--- src/include/rv_config.svh ---
/* core sizing for an RV32I build
   RV_XLEN must stay 32 since the immediate formats are fixed to RV32 */
`ifndef RV_CONFIG_SVH
`define RV_CONFIG_SVH

// data and address width
`define RV_XLEN 32

// architectural registers, gives the 5 bit index
`define RV_NREGS 32

// first fetch address after reset
`define RV_RESET_PC 32'h0000_0000

`endif

--- src/rv_ctrl_pkg.sv ---
/* internal control encodings between controller and datapath
   values are private to the core and may be reordered freely */
package rv_ctrl_pkg;

	// alu operation
	typedef enum logic [3:0] {
		alu_add, alu_sub, alu_sll, alu_slt, alu_sltu,
		alu_xor, alu_srl, alu_sra, alu_or, alu_and
	} alu_op_e;

	// writeback source for rd
	typedef enum logic [2:0] {
		wb_alu,
		wb_load,
		wb_pc_plus4,      // jal / jalr link
		wb_upper_imm,     // lui
		wb_pc_plus_upper  // auipc
	} wb_sel_e;

	// next pc source
	typedef enum logic [1:0] {
		pc_plus4, pc_branch, pc_jal, pc_jalr
	} pc_sel_e;

endpackage : rv_ctrl_pkg

--- src/rv_isa_pkg.sv ---
/* RV32I instruction encoding fields
   only the base integer opcodes are listed, the rest decode as no-ops */
package rv_isa_pkg;

	// major opcodes, instr[6:0]
	typedef enum logic [6:0] {
		opc_op     = 7'b0110011, // reg-reg alu
		opc_op_imm = 7'b0010011, // reg-imm alu
		opc_load   = 7'b0000011,
		opc_store  = 7'b0100011,
		opc_branch = 7'b1100011,
		opc_jal    = 7'b1101111,
		opc_jalr   = 7'b1100111,
		opc_lui    = 7'b0110111,
		opc_auipc  = 7'b0010111,
		opc_misc   = 7'b0001111  // fence, treated as no-op
	} opcode_e;

	// load / store width in funct3
	typedef enum logic [2:0] {
		f3_byte   = 3'b000,
		f3_half   = 3'b001,
		f3_word   = 3'b010,
		f3_byte_u = 3'b100, // loads only
		f3_half_u = 3'b101  // loads only
	} funct3_e;

	// branch condition in funct3
	typedef enum logic [2:0] {
		br_beq  = 3'b000,
		br_bne  = 3'b001,
		br_blt  = 3'b100,
		br_bge  = 3'b101,
		br_bltu = 3'b110,
		br_bgeu = 3'b111
	} br_funct_e;

endpackage : rv_isa_pkg

--- src/alu.sv ---
/* RV32I integer alu, combinational
   shift amount is b[4:0], comparisons give 0 or 1 */
`include "rv_config.svh"

module alu (
	input  logic [`RV_XLEN-1:0]  a,
	input  logic [`RV_XLEN-1:0]  b,
	input  rv_ctrl_pkg::alu_op_e op,
	output logic [`RV_XLEN-1:0]  y
);
	localparam int shamt_w = $clog2(`RV_XLEN);

	logic [shamt_w-1:0] shamt;
	logic               lt_s, lt_u;

	assign shamt = b[shamt_w-1:0];
	assign lt_s  = $signed(a) < $signed(b);
	assign lt_u  = a < b;

	always_comb begin
		case (op)
			rv_ctrl_pkg::alu_add:  y = a + b;
			rv_ctrl_pkg::alu_sub:  y = a - b;
			rv_ctrl_pkg::alu_sll:  y = a << shamt;
			rv_ctrl_pkg::alu_slt:  y = {{(`RV_XLEN-1){1'b0}}, lt_s};
			rv_ctrl_pkg::alu_sltu: y = {{(`RV_XLEN-1){1'b0}}, lt_u};
			rv_ctrl_pkg::alu_xor:  y = a ^ b;
			rv_ctrl_pkg::alu_srl:  y = a >> shamt;
			rv_ctrl_pkg::alu_sra:  y = $unsigned($signed(a) >>> shamt); // keeps sign
			rv_ctrl_pkg::alu_or:   y = a | b;
			rv_ctrl_pkg::alu_and:  y = a & b;
			default:               y = a + b;
		endcase
	end

endmodule : alu

--- src/branch_cmp.sv ---
/* branch condition evaluation on rs1 / rs2
   taken is raw, the controller qualifies it with the branch opcode */
`include "rv_config.svh"

module branch_cmp (
	input  logic [`RV_XLEN-1:0]     a,
	input  logic [`RV_XLEN-1:0]     b,
	input  rv_isa_pkg::br_funct_e   funct3,
	output logic                    taken
);
	logic eq, lt_s, lt_u;

	assign eq   = (a == b);
	assign lt_s = $signed(a) < $signed(b);
	assign lt_u = a < b;

	always_comb begin
		case (funct3)
			rv_isa_pkg::br_beq:  taken = eq;
			rv_isa_pkg::br_bne:  taken = !eq;
			rv_isa_pkg::br_blt:  taken = lt_s;
			rv_isa_pkg::br_bge:  taken = !lt_s;
			rv_isa_pkg::br_bltu: taken = lt_u;
			rv_isa_pkg::br_bgeu: taken = !lt_u;
			default:             taken = 1'b0; // funct3 2 and 3 are reserved
		endcase
	end

endmodule : branch_cmp

--- src/controller.sv ---
/* single-cycle RV32I main decoder, purely combinational
   unknown opcodes and fence/system give a no-op; writes held off while reset is low */
module controller (
	input  logic                  reset,
	input  logic [31:0]           instr,
	input  logic                  br_taken,
	output rv_ctrl_pkg::alu_op_e  alu_op,
	output logic                  alu_src_imm,
	output rv_ctrl_pkg::wb_sel_e  wb_sel,
	output logic                  reg_write,
	output logic                  mem_write,
	output rv_ctrl_pkg::pc_sel_e  pc_sel
);
	rv_isa_pkg::opcode_e  opcode;
	logic [2:0]           funct3;
	logic                 funct7_b5;
	logic                 alt_en;    // funct7[5] selects sub / sra
	rv_ctrl_pkg::alu_op_e arith_op;
	logic                 reg_write_d, mem_write_d;
	logic                 branch;
	rv_ctrl_pkg::pc_sel_e pc_kind;   // pc source before branch resolve

	assign opcode    = rv_isa_pkg::opcode_e'(instr[6:0]);
	assign funct3    = instr[14:12];
	assign funct7_b5 = instr[30];

	// reg-reg always, reg-imm only for the shifts (imm[10] of srai)
	assign alt_en = (opcode == rv_isa_pkg::opc_op) ||
		((opcode == rv_isa_pkg::opc_op_imm) && (funct3 == 3'b101));

	always_comb begin
		case (funct3)
			3'b000:  arith_op = (alt_en && funct7_b5) ? rv_ctrl_pkg::alu_sub : rv_ctrl_pkg::alu_add;
			3'b001:  arith_op = rv_ctrl_pkg::alu_sll;
			3'b010:  arith_op = rv_ctrl_pkg::alu_slt;
			3'b011:  arith_op = rv_ctrl_pkg::alu_sltu;
			3'b100:  arith_op = rv_ctrl_pkg::alu_xor;
			3'b101:  arith_op = (alt_en && funct7_b5) ? rv_ctrl_pkg::alu_sra : rv_ctrl_pkg::alu_srl;
			3'b110:  arith_op = rv_ctrl_pkg::alu_or;
			default: arith_op = rv_ctrl_pkg::alu_and;
		endcase
	end

	always_comb begin
		// no-op unless an opcode below says otherwise
		alu_op      = rv_ctrl_pkg::alu_add; // address / jalr target adds
		alu_src_imm = 1'b0;
		wb_sel      = rv_ctrl_pkg::wb_alu;
		reg_write_d = 1'b0;
		mem_write_d = 1'b0;
		branch      = 1'b0;
		pc_kind     = rv_ctrl_pkg::pc_plus4;
		case (opcode)
			rv_isa_pkg::opc_op: begin
				alu_op      = arith_op;
				reg_write_d = 1'b1;
			end
			rv_isa_pkg::opc_op_imm: begin
				alu_op      = arith_op;
				alu_src_imm = 1'b1;
				reg_write_d = 1'b1;
			end
			rv_isa_pkg::opc_load: begin
				alu_src_imm = 1'b1;
				wb_sel      = rv_ctrl_pkg::wb_load;
				reg_write_d = 1'b1;
			end
			rv_isa_pkg::opc_store: begin
				alu_src_imm = 1'b1; // s-type imm picked in datapath
				mem_write_d = 1'b1;
			end
			rv_isa_pkg::opc_branch: begin
				branch  = 1'b1; // rs1 vs rs2, no imm on the alu
				pc_kind = rv_ctrl_pkg::pc_branch;
			end
			rv_isa_pkg::opc_jal: begin
				wb_sel      = rv_ctrl_pkg::wb_pc_plus4;
				reg_write_d = 1'b1;
				pc_kind     = rv_ctrl_pkg::pc_jal;
			end
			rv_isa_pkg::opc_jalr: begin
				alu_src_imm = 1'b1;
				wb_sel      = rv_ctrl_pkg::wb_pc_plus4;
				reg_write_d = 1'b1;
				pc_kind     = rv_ctrl_pkg::pc_jalr;
			end
			rv_isa_pkg::opc_lui: begin
				wb_sel      = rv_ctrl_pkg::wb_upper_imm;
				reg_write_d = 1'b1;
			end
			rv_isa_pkg::opc_auipc: begin
				wb_sel      = rv_ctrl_pkg::wb_pc_plus_upper;
				reg_write_d = 1'b1;
			end
			default: ; // misc, system, illegal
		endcase
	end

	// branch falls through unless the comparator says taken
	assign pc_sel = (branch && !br_taken) ? rv_ctrl_pkg::pc_plus4 : pc_kind;

	assign reg_write = reset & reg_write_d; // reset active low
	assign mem_write = reset & mem_write_d;

endmodule : controller

--- src/datapath.sv ---
/* single-cycle RV32I datapath with pc, regfile, alu and branch compare
   loads and stores must be naturally aligned, dmem_rdata is used in the same cycle */
`include "rv_config.svh"

module datapath (
	input  logic                             clk,
	input  logic                             reset,
	input  logic [31:0]                      instr,
	input  rv_ctrl_pkg::alu_op_e             alu_op,
	input  logic                             alu_src_imm,
	input  rv_ctrl_pkg::wb_sel_e             wb_sel,
	input  logic                             reg_write,
	input  logic                             mem_write,
	input  rv_ctrl_pkg::pc_sel_e             pc_sel,
	output logic                             br_taken,
	output logic [`RV_XLEN-1:0]              pc,
	output logic [`RV_XLEN-1:0]              dmem_addr,
	output logic [`RV_XLEN-1:0]              dmem_wdata,
	output logic [3:0]                       dmem_wmask,
	output logic                             dmem_we,
	input  logic [`RV_XLEN-1:0]              dmem_rdata,
	output logic                             rd_we,
	output logic [$clog2(`RV_NREGS)-1:0]     rd_addr,
	output logic [`RV_XLEN-1:0]              rd_data
);
	rv_isa_pkg::opcode_e         opcode;
	rv_isa_pkg::funct3_e         mem_f3;
	logic [$clog2(`RV_NREGS)-1:0] rs1, rs2;
	logic [`RV_XLEN-1:0]         imm_i, imm_s, imm_b, imm_u, imm_j;
	logic [`RV_XLEN-1:0]         rs1_data, rs2_data, src_b, alu_y;
	logic [`RV_XLEN-1:0]         pc_inc, pc_next, ld_word, ld_val;
	logic [1:0]                  byte_off;
	logic [4:0]                  lane_sh; // byte offset in bits

	assign opcode  = rv_isa_pkg::opcode_e'(instr[6:0]);
	assign mem_f3  = rv_isa_pkg::funct3_e'(instr[14:12]);
	assign rd_addr = instr[11:7];
	assign rs1     = instr[19:15];
	assign rs2     = instr[24:20];

	// immediates, all sign-extended from instr[31]
	assign imm_i = {{(`RV_XLEN-12){instr[31]}}, instr[31:20]};
	assign imm_s = {{(`RV_XLEN-12){instr[31]}}, instr[31:25], instr[11:7]};
	assign imm_b = {{(`RV_XLEN-13){instr[31]}}, instr[31], instr[7], instr[30:25],
		instr[11:8], 1'b0};
	assign imm_u = {instr[31:12], 12'b0}; // lui / auipc
	assign imm_j = {{(`RV_XLEN-21){instr[31]}}, instr[31], instr[19:12], instr[20],
		instr[30:21], 1'b0};

	assign rd_we = reg_write && (rd_addr != '0); // x0 writes dropped here

	reg_file rf0 (
		.clk(clk), .we(rd_we), .rs1(rs1), .rs2(rs2), .rd(rd_addr), .wd(rd_data),
		.rs1_data(rs1_data), .rs2_data(rs2_data)
	);

	// stores use s-type, everything else with an imm uses i-type
	assign src_b = !alu_src_imm ? rs2_data :
		(opcode == rv_isa_pkg::opc_store) ? imm_s : imm_i;

	// alu and comparator share rs1 / src_b
	alu alu0 (.a(rs1_data), .b(src_b), .op(alu_op), .y(alu_y));
	branch_cmp bcmp0 (
		.a(rs1_data), .b(src_b), .funct3(rv_isa_pkg::br_funct_e'(instr[14:12])),
		.taken(br_taken)
	);

	assign dmem_addr = alu_y;
	assign dmem_we   = mem_write;
	assign byte_off  = alu_y[1:0];
	assign lane_sh   = {byte_off, 3'b000};

	// store lanes, mask stays a legal pattern even off stores
	always_comb begin
		case (mem_f3)
			rv_isa_pkg::f3_byte, rv_isa_pkg::f3_byte_u: begin
				dmem_wmask = 4'b0001 << byte_off;
				dmem_wdata = {{(`RV_XLEN-8){1'b0}}, rs2_data[7:0]} << lane_sh;
			end
			rv_isa_pkg::f3_half, rv_isa_pkg::f3_half_u: begin
				dmem_wmask = byte_off[1] ? 4'b1100 : 4'b0011;
				dmem_wdata = {{(`RV_XLEN-16){1'b0}}, rs2_data[15:0]} << {byte_off[1], 4'b0000};
			end
			default: begin
				dmem_wmask = 4'b1111;
				dmem_wdata = rs2_data;
			end
		endcase
	end

	// load lane to bit 0, then extend
	assign ld_word = dmem_rdata >> lane_sh;
	always_comb begin
		case (mem_f3)
			rv_isa_pkg::f3_byte:   ld_val = {{(`RV_XLEN-8){ld_word[7]}}, ld_word[7:0]};
			rv_isa_pkg::f3_half:   ld_val = {{(`RV_XLEN-16){ld_word[15]}}, ld_word[15:0]};
			rv_isa_pkg::f3_byte_u: ld_val = {{(`RV_XLEN-8){1'b0}}, ld_word[7:0]};
			rv_isa_pkg::f3_half_u: ld_val = {{(`RV_XLEN-16){1'b0}}, ld_word[15:0]};
			default:               ld_val = dmem_rdata; // lw
		endcase
	end

	assign pc_inc = pc + `RV_XLEN'd4;

	always_comb begin
		case (wb_sel)
			rv_ctrl_pkg::wb_load:          rd_data = ld_val;
			rv_ctrl_pkg::wb_pc_plus4:      rd_data = pc_inc; // link
			rv_ctrl_pkg::wb_upper_imm:     rd_data = imm_u;
			rv_ctrl_pkg::wb_pc_plus_upper: rd_data = pc + imm_u;
			default:                       rd_data = alu_y;
		endcase
	end

	always_comb begin
		case (pc_sel)
			rv_ctrl_pkg::pc_branch: pc_next = pc + imm_b;
			rv_ctrl_pkg::pc_jal:    pc_next = pc + imm_j;
			rv_ctrl_pkg::pc_jalr:   pc_next = {alu_y[`RV_XLEN-1:1], 1'b0}; // bit 0 cleared
			default:                pc_next = pc_inc;
		endcase
	end

	always_ff @(posedge clk or negedge reset) begin
		if (!reset)
			pc <= `RV_RESET_PC;
		else
			pc <= pc_next;
	end

endmodule : datapath

// 2 read / 1 write, x0 reads as zero
module reg_file (
	input  logic                         clk,
	input  logic                         we,
	input  logic [$clog2(`RV_NREGS)-1:0] rs1, rs2, rd,
	input  logic [`RV_XLEN-1:0]          wd,
	output logic [`RV_XLEN-1:0]          rs1_data, rs2_data
);
	logic [`RV_XLEN-1:0] regs [`RV_NREGS];

	always_ff @(posedge clk) begin
		if (we)
			regs[rd] <= wd;
	end

	assign rs1_data = (rs1 == '0) ? '0 : regs[rs1];
	assign rs2_data = (rs2 == '0) ? '0 : regs[rs2];

endmodule : reg_file

--- src/rv_core.sv ---
/* single-cycle RV32I core top, one instruction retired per clk
   imem and dmem must answer combinationally, no stall path */
`include "rv_config.svh"

module rv_core (
	input  logic                         clk,
	input  logic                         reset,
	// instruction port
	output logic [`RV_XLEN-1:0]          pc,
	input  logic [31:0]                  instr,
	// data memory port
	output logic [`RV_XLEN-1:0]          dmem_addr,
	output logic [`RV_XLEN-1:0]          dmem_wdata,
	output logic [3:0]                   dmem_wmask,
	output logic                         dmem_we,
	input  logic [`RV_XLEN-1:0]          dmem_rdata,
	// writeback of the current instruction
	output logic                         rd_we,
	output logic [$clog2(`RV_NREGS)-1:0] rd_addr,
	output logic [`RV_XLEN-1:0]          rd_data
);
	rv_ctrl_pkg::alu_op_e alu_op;
	rv_ctrl_pkg::wb_sel_e wb_sel;
	rv_ctrl_pkg::pc_sel_e pc_sel;
	logic                 alu_src_imm;
	logic                 reg_write, mem_write;
	logic                 br_taken; // raw compare, resolved in controller

	controller ctrl0 (
		.reset(reset), .instr(instr), .br_taken(br_taken),
		.alu_op(alu_op), .alu_src_imm(alu_src_imm), .wb_sel(wb_sel),
		.reg_write(reg_write), .mem_write(mem_write), .pc_sel(pc_sel)
	);

	datapath dp0 (
		.clk(clk), .reset(reset), .instr(instr),
		.alu_op(alu_op), .alu_src_imm(alu_src_imm), .wb_sel(wb_sel),
		.reg_write(reg_write), .mem_write(mem_write), .pc_sel(pc_sel),
		.br_taken(br_taken), .pc(pc),
		.dmem_addr(dmem_addr), .dmem_wdata(dmem_wdata), .dmem_wmask(dmem_wmask),
		.dmem_we(dmem_we), .dmem_rdata(dmem_rdata),
		.rd_we(rd_we), .rd_addr(rd_addr), .rd_data(rd_data)
	);

endmodule : rv_core

--- config.mk ---
export PLATFORM = sky130hd
export DESIGN_NAME = rv_core
export DESIGN_NICKNAME = d
export VERILOG_FILES = /design/src/rv_ctrl_pkg.sv /design/src/rv_isa_pkg.sv /design/src/alu.sv /design/src/branch_cmp.sv /design/src/controller.sv /design/src/datapath.sv /design/src/rv_core.sv
export VERILOG_INCLUDE_DIRS = /design/src /design/src/include
export SDC_FILE = /design/constraint.sdc
export NUM_CORES = 2
export LEC_CHECK = 0
export BUFFER_PORTS_ARGS = -buffer_cell sky130_fd_sc_hd__buf_2
export CAP_MARGIN = 20
export CELL_PAD_IN_SITES_DETAIL_PLACEMENT = 1
export CELL_PAD_IN_SITES_GLOBAL_PLACEMENT = 1
export CORE_MARGIN = 5
export CORE_UTILIZATION = 45
export CTS_CLUSTER_SIZE = 30
export DETAILED_ROUTE_END_ITERATION = 16
export GPL_ROUTABILITY_DRIVEN = 0
export MAX_ROUTING_LAYER = met4
export PLACE_DENSITY_LB_ADDON = 0.1
export SYNTH_ARGS = -nofsm -noshare
export SYNTH_HDL_FRONTEND = slang
export SYNTH_SLANG_ARGS = --single-unit
--- constraint.sdc ---
create_clock -name clk -period 14.8 [get_ports clk]
set_input_delay 2.22 -clock clk [delete_from_list [all_inputs] [get_ports clk]]
set_output_delay 2.22 -clock clk [all_outputs]
set_load 0.03 [all_outputs]
* After elaboration in Yosys (flattened, before gate mapping)
Memory sizes are Yosys's and may differ from the RTL's. Index checks and enable logic that the tools add are counted.
Cells by class: add/sub/neg operators 6, magnitude comparators 2, equality and inequality tests 33, shifts and indexed selects 7, mux-type cells 25, bitwise logic cells 5, reductions and logical operators 19
Operator list (count):
- 32-bit case mux with 9 select lines | 1
- 32-bit case mux with 4 select lines | 2
- 32-bit adder | 4
- 32-bit two-way mux | 3
- 32-bit case mux with 3 select lines | 1
- 32-bit < comparator | 2
- 32-bit case mux with 2 select lines | 1
- 32-bit by 3-bit adder with 32-bit output, second input constant | 1
- 32-bit bitwise AND | 1
- 32-bit == test | 1
- 32-bit bitwise OR | 1
- 16-bit by 5-bit << shifter with 32-bit output | 1
- 32-bit by 5-bit << shifter with 32-bit output | 1
- 8-bit by 5-bit << shifter with 32-bit output | 1
- 32-bit by 5-bit >> shifter with 16-bit output | 1
- 32-bit by 5-bit >> shifter with 32-bit output | 1
- 32-bit by 5-bit >>> shifter with 32-bit output | 1
- 32-bit subtractor | 1
- 32-bit bitwise XOR | 1
- 4-bit case mux with 7 select lines | 1
- 7-bit by 6-bit == test with 1-bit output, second input constant | 3
- 7-bit == test, second input constant | 3
- 4-bit by 3-bit == test with 1-bit output, second input constant | 4
- 3-bit == test, second input constant | 5
- 28 further kinds | 55
Storage, ports and cells: bits in registers 32, RAM bits 1024, bits of input ports 66, word-level logic and storage cells 99, memories 1
Memories:
- dp0.rf0.regs | depth 32, bits a word 32, rd ports 2, clocked after Yosys merged registers in 0, write ports 1, RTL line datapath.sv:141 | logic [`RV_XLEN-1:0] regs [`RV_NREGS];

* Logic depth before layout (Yosys ltp)
word-level depth 12, gate-level depth with buffers 47

* By module
From an unflattened synthesis, not the netlist that was laid out.
Second synthesis, totals: cell total of the unflattened synthesis 4944, area total of the unflattened synthesis 64658.3 sq um
Modules (own cells, without submodules):
- reg_file | times used 1, cells an instance 2400, area each 46960.0 sq um, seq. area each 30749.5 sq um
- alu | times used 1, cells an instance 1287, area each 9092.5 sq um, seq. area each 0.0 sq um
- datapath | times used 1, cells an instance 1099, area each 7490.9 sq um, seq. area each 775.7 sq um
- branch_cmp | times used 1, cells an instance 120, area each 864.6 sq um, seq. area each 0.0 sq um
- controller | times used 1, cells an instance 38, area each 250.2 sq um, seq. area each 0.0 sq um

* Least setup slack after synthesis
No wires, ideal clock.
kind in2out, from input port instr[20], to output port rd_data[0], data arrival time 10172 ps, path slack 2408 ps, stages on the path 28, path through buf_6 buf_8 buf_8 buf_6 clkbuf_1 buf_1 mux4_2 mux4_2 mux2i_1 nor2_1 inv_1 o21ai_0 ha_1 clkbuf_1 nand2b_1 a21oi_1 or4_1 o221ai_1 a221o_1 a21boi_1 or2_2 a311o_1 a21o_1 o211ai_2 buf_4 buf_2 o21ai_0 o31ai_1
Between the ends: longest elaborated chain between the ends 8, elaborated cells on any way between the ends 19
Ends and longest elaborated chain:
- start: declaration | RTL line rv_core.sv:10 | input logic [31:0] instr,
- memory read 32 x 32 bit / 5-bit logical NOT (equally long branches)
- 32-bit two-way mux | RTL line datapath.sv:149 | assign rs2_data = (rs2 == '0) ? '0 : regs[rs2];
- 32-bit two-way mux * | RTL line datapath.sv:58 | assign src_b = !alu_src_imm ? rs2_data :
- 32-bit adder (tied with other cells) | RTL line alu.sv:22, alu.sv:32
- 32-bit case mux with 9 select lines * | RTL line alu.sv:21 | case (op)
- via dmem_addr[0] | RTL line rv_core.sv:12 | output logic [`RV_XLEN-1:0] dmem_addr,
- 32-bit by 5-bit >> shifter with 16-bit output | RTL line datapath.sv:92 | assign ld_word = dmem_rdata >> lane_sh;
- 32-bit case mux with 4 select lines | RTL line datapath.sv:94 | case (mem_f3)
- 32-bit case mux with 4 select lines * | RTL line datapath.sv:106 | case (wb_sel)
- end: declaration | RTL line rv_core.sv:20 | output logic [`RV_XLEN-1:0] rd_data
The timed path passes the listed nets; every way through them passes the cells marked *.

* Final worst setup path
from input port instr[20], to output port rd_data[30]
Between the ends: longest elaborated chain between the ends 8, elaborated cells on any way between the ends 20
Ends and longest elaborated chain (RTL line):
- memory read 32 x 32 bit / 5-bit logical NOT (equally long branches)
- 32-bit two-way mux | datapath.sv:149
- 32-bit two-way mux | datapath.sv:58
- 32-bit adder (tied with other cells) | alu.sv:22, alu.sv:32
- 32-bit case mux with 9 select lines | alu.sv:21
- 32-bit by 5-bit >> shifter with 16-bit output | datapath.sv:92
- 32-bit case mux with 4 select lines | datapath.sv:94
- 32-bit case mux with 4 select lines * | datapath.sv:106
Mark *: on every way between the ends. The rest lies on a longest branch, timed or not.

==> summary.txt <==
Outcome
  – Outcome: completed

STA
  – Total Negative Setup Slacks: 0 ns
  – Tcrit/Tclk final: 91.2%
  – Measured slew at the worst slew-check pin: about 1.2 ns
  – Setup violators final: 0
  – Clk_skew: 0.0717 ns
  – Final worst setup slack: around 1.3 ns
  – RSZ-0062 raised after global routing: false
  – Worst slew margin: between 20 and 25%
  – Final Hold Fails: 0
  – Max Slew Vio Count: 0
  – Max Fclk: approximately 0.074 GHz
  – Min Tclk post-route: 13.49 ns

Drt
  – Vias: between 40000 and 50000
  – Final wirelength: approximately 260000 microns
  – Drt wl/cell: between 30 and 40 microns
  – Residual DRC: 0
  – First-pass detailed-route iteration total: 6
  – Initial DRC Count: 5865
  – Post-DRT Antenna Nets: 0
  – Via density: between 6 and 7

Synthesis
  – Sequential element share of the synthesized area: about half
  – #FFs+latches synth: between 1000 and 1500
  – Total number of yosys warnings: 0
  – Ys flop type: edfxtp_1
  – Asr flop ratio synth: 2.94%
  – Synth Area per Inst: around 14 sq um
  – Post-synth EDFFs: 1024
  – Cell taking the most area after synthesis: edfxtp_1
  – Synthesized netlist cell count: around 4600
  – Synth cell types: roughly 110
  – Synth Cell Area: ~63000 sq um
  – Yosys top cell area share: 48.7%
  – Synth top area cells: edfxtp_1, mux4_2, mux2i_1, ha_1, nand2_1

CTS
  – Hold_buf cts: 0
  – Clock Path Buffers: 3
  – PostCTS Resize Cnt: 0
  – Latest clock arrival within the worst-skew pair: 0.77 ns
  – H-tree levels: 3
  – Clock Sink Count: ~1100
  – CTS clk-pin slew, worst paths: ~0.060 ns
  – CTS tree: yes
  – Post-CTS Setup Inserts: 0
  – CTS Root Buffer Type: clkbuf_16
  – Total CTS buffers: ~110

Finish
  – Fraction of layout cells with a size suffix above 1: between 20% and 30%
  – Most frequent cells in the layout: edfxtp_1, mux4_2, nand2_1
  – P&R area growth vs syn: 11.3%
  – Nets: between 5000 and 6000
  – Most common library cell in the layout ignoring fill and taps: edfxtp_1

Worst setup path
  – CP max-delay cell: o22ai_1
  – Most frequent CP cell: buf_4
  – Top fanout value on the critical path: 65
  – Required time of the critical path: 12.58 ns
  – Startpoint class of the critical path: input port
  – CP peak stage delay: 0.91 ns
  – CP endpoint kind: output pin
  – CP Class: input port to output pin
  – Cell family with most CP delay: compound AO/OA/AOI/OAI gates
  – Arr. time, crit path: roughly 11 ns
  – Buffers and inverters on the worst path: 6

Global route
  – GR Layer Usage met3: under 10%
  – GR peak layer: met2
  – GRT overflow: 0
  – First-pass GRT wire length: around 360000 microns
  – Largest net degree at the start of global routing: just under 90
  – Met2 Resource Use GR: between 50% and 60%
  – Initial antenna violation count: 16
  – Total Routing Usage GR: approximately 36%
  – Vias in the first global route: 46900
  – Met1 Resource Use GR: 45.7%

Place
  – HPWL after DPL: 173000 microns
  – Port buffer count: 203
  – Setup WS pre-CTS: about 1.2 ns

Power and ir drop
  – VDD IR max: between 0.1 and 0.15 mV
  – Pwr dens: ~140 nW/um^2
  – LEAKAGE: about 24 nW

Die
  – I/O pins: about 210
  – Die width: 385 microns
  – Die Ht: about 380 microns
  – Number of cell rows: ~140
  – Die area: ~150000 sq um
  – Core area: between 100000 and 150000 sq um
  – Initial Util: 45.3%

Hold path
  – HP Class: flop to flop

Flow run
  – Max Cap Violations: 0
[cell usage after synthesis, types with 36 or more instances]
master	instances
a22oi_1	58
buf_2	59
ha_1	155
nor2_1	300
buf_1	53
xor2_1	36
o21ai_1	38
a21o_1	51
clkbuf_1	166
nand2_1	311
nand3_1	64
o22ai_1	59
xnor2_1	53
a211oi_1	41
nor3_1	60
a21oi_1	231
inv_1	127
o21ai_0	180
edfxtp_1	1024
o221ai_1	37
a221oi_1	51
mux4_2	533
mux2i_1	254
[final cells by class]
| type | count | area (sq um) |
|---|---|---|
| diodes | 6 | 15.0 |
| clock buffers | 131 | 2850 |
| clock inverters | 69 | 572 |
| fillers | 13900 | 69200 |
| inverters | 141 | 531 |
| multi-input cells | 3092 | 29900 |
| flip-flops and latches | 1055 | 31500 |
| well taps | 1876 | 2350 |
| repair buffers | 393 | 2610 |
[per-stage QoR]
step	total power [mW]	hold slack, ns	utilization (%)	instances	instance area, sq um
6_report	9.76	0.683	50.4	6763	70300
5_1_grt	10.1	0.687	50.4	6763	70300
4_1_cts	9.73	0.668	50.4	6757	70300
3_5_place_dp	7.06	0.654	47.9	6557	66900
3_3_place_gp	7.02	0.645	47.9	6556	66900
2_1_floorplan	5.77	0.680	-	4640	63300
[worst paths after layout]
check                              end  cells after the start                 from  slack (ns)
setup / recovery           rd_data[30]                     25            instr[20]        1.31
hold / removal               dp0.pc[1]                      2            dp0.pc[1]        0.68
setup reg to reg            dp0.pc[25]                     38  dp0.rf0.regs[30][5]        3.93
hold reg to reg              dp0.pc[1]                      2            dp0.pc[1]        0.68
max in group asynchronous    dp0.pc[4]                      2                reset       12.75
min in group asynchronous   dp0.pc[17]                      2                reset        1.61
[power by group]
group | switching, mW | internal, mW | total (mW)
combinational | 2.32 | 0.952 | 3.27
clock | 1.22 | 1.46 | 2.68
sequential | 0.0942 | 3.71 | 3.81
total | 3.63 | 6.13 | 9.76
[worst reg2reg max path, delay by kind of cell (launching register included)]
family / cells / cell delay, ns
muxes: 4 / 1.56
and+or+nand+nor: 7 / 0.91
DFF: 1 / 0.40
xor gates and xnor gates: 2 / 0.69
AOI/OAI and AO/OA: 18 / 5.18
adders and majority gates: 4 / 1.42
buffers and inverters: 3 / 0.58
[flip-flops by register name, indices dropped and copies added (netlist names)]
name          flops
dp0.pc           31
dp0.rf0.regs   1024
[layer usage]
metal / up-vias / wire length [microns]
met5: - / 0
met4: 0 / 17600
met2: 2827 / 118000
li1: 18900 / -
met1: 24700 / 98700
met3: 690 / 24900
[cells by family after synthesis]
family | synth area share (%)
compound gates | 11.5
buf+inv | 3.82
fa+ha+maj | 3.20
xor+xnor | 1.23
simple gates | 6.77
mux | 23.6
other cells | 0.00594
flops | 49.9
No activity file was read; power rests on OpenSTA's default activity.
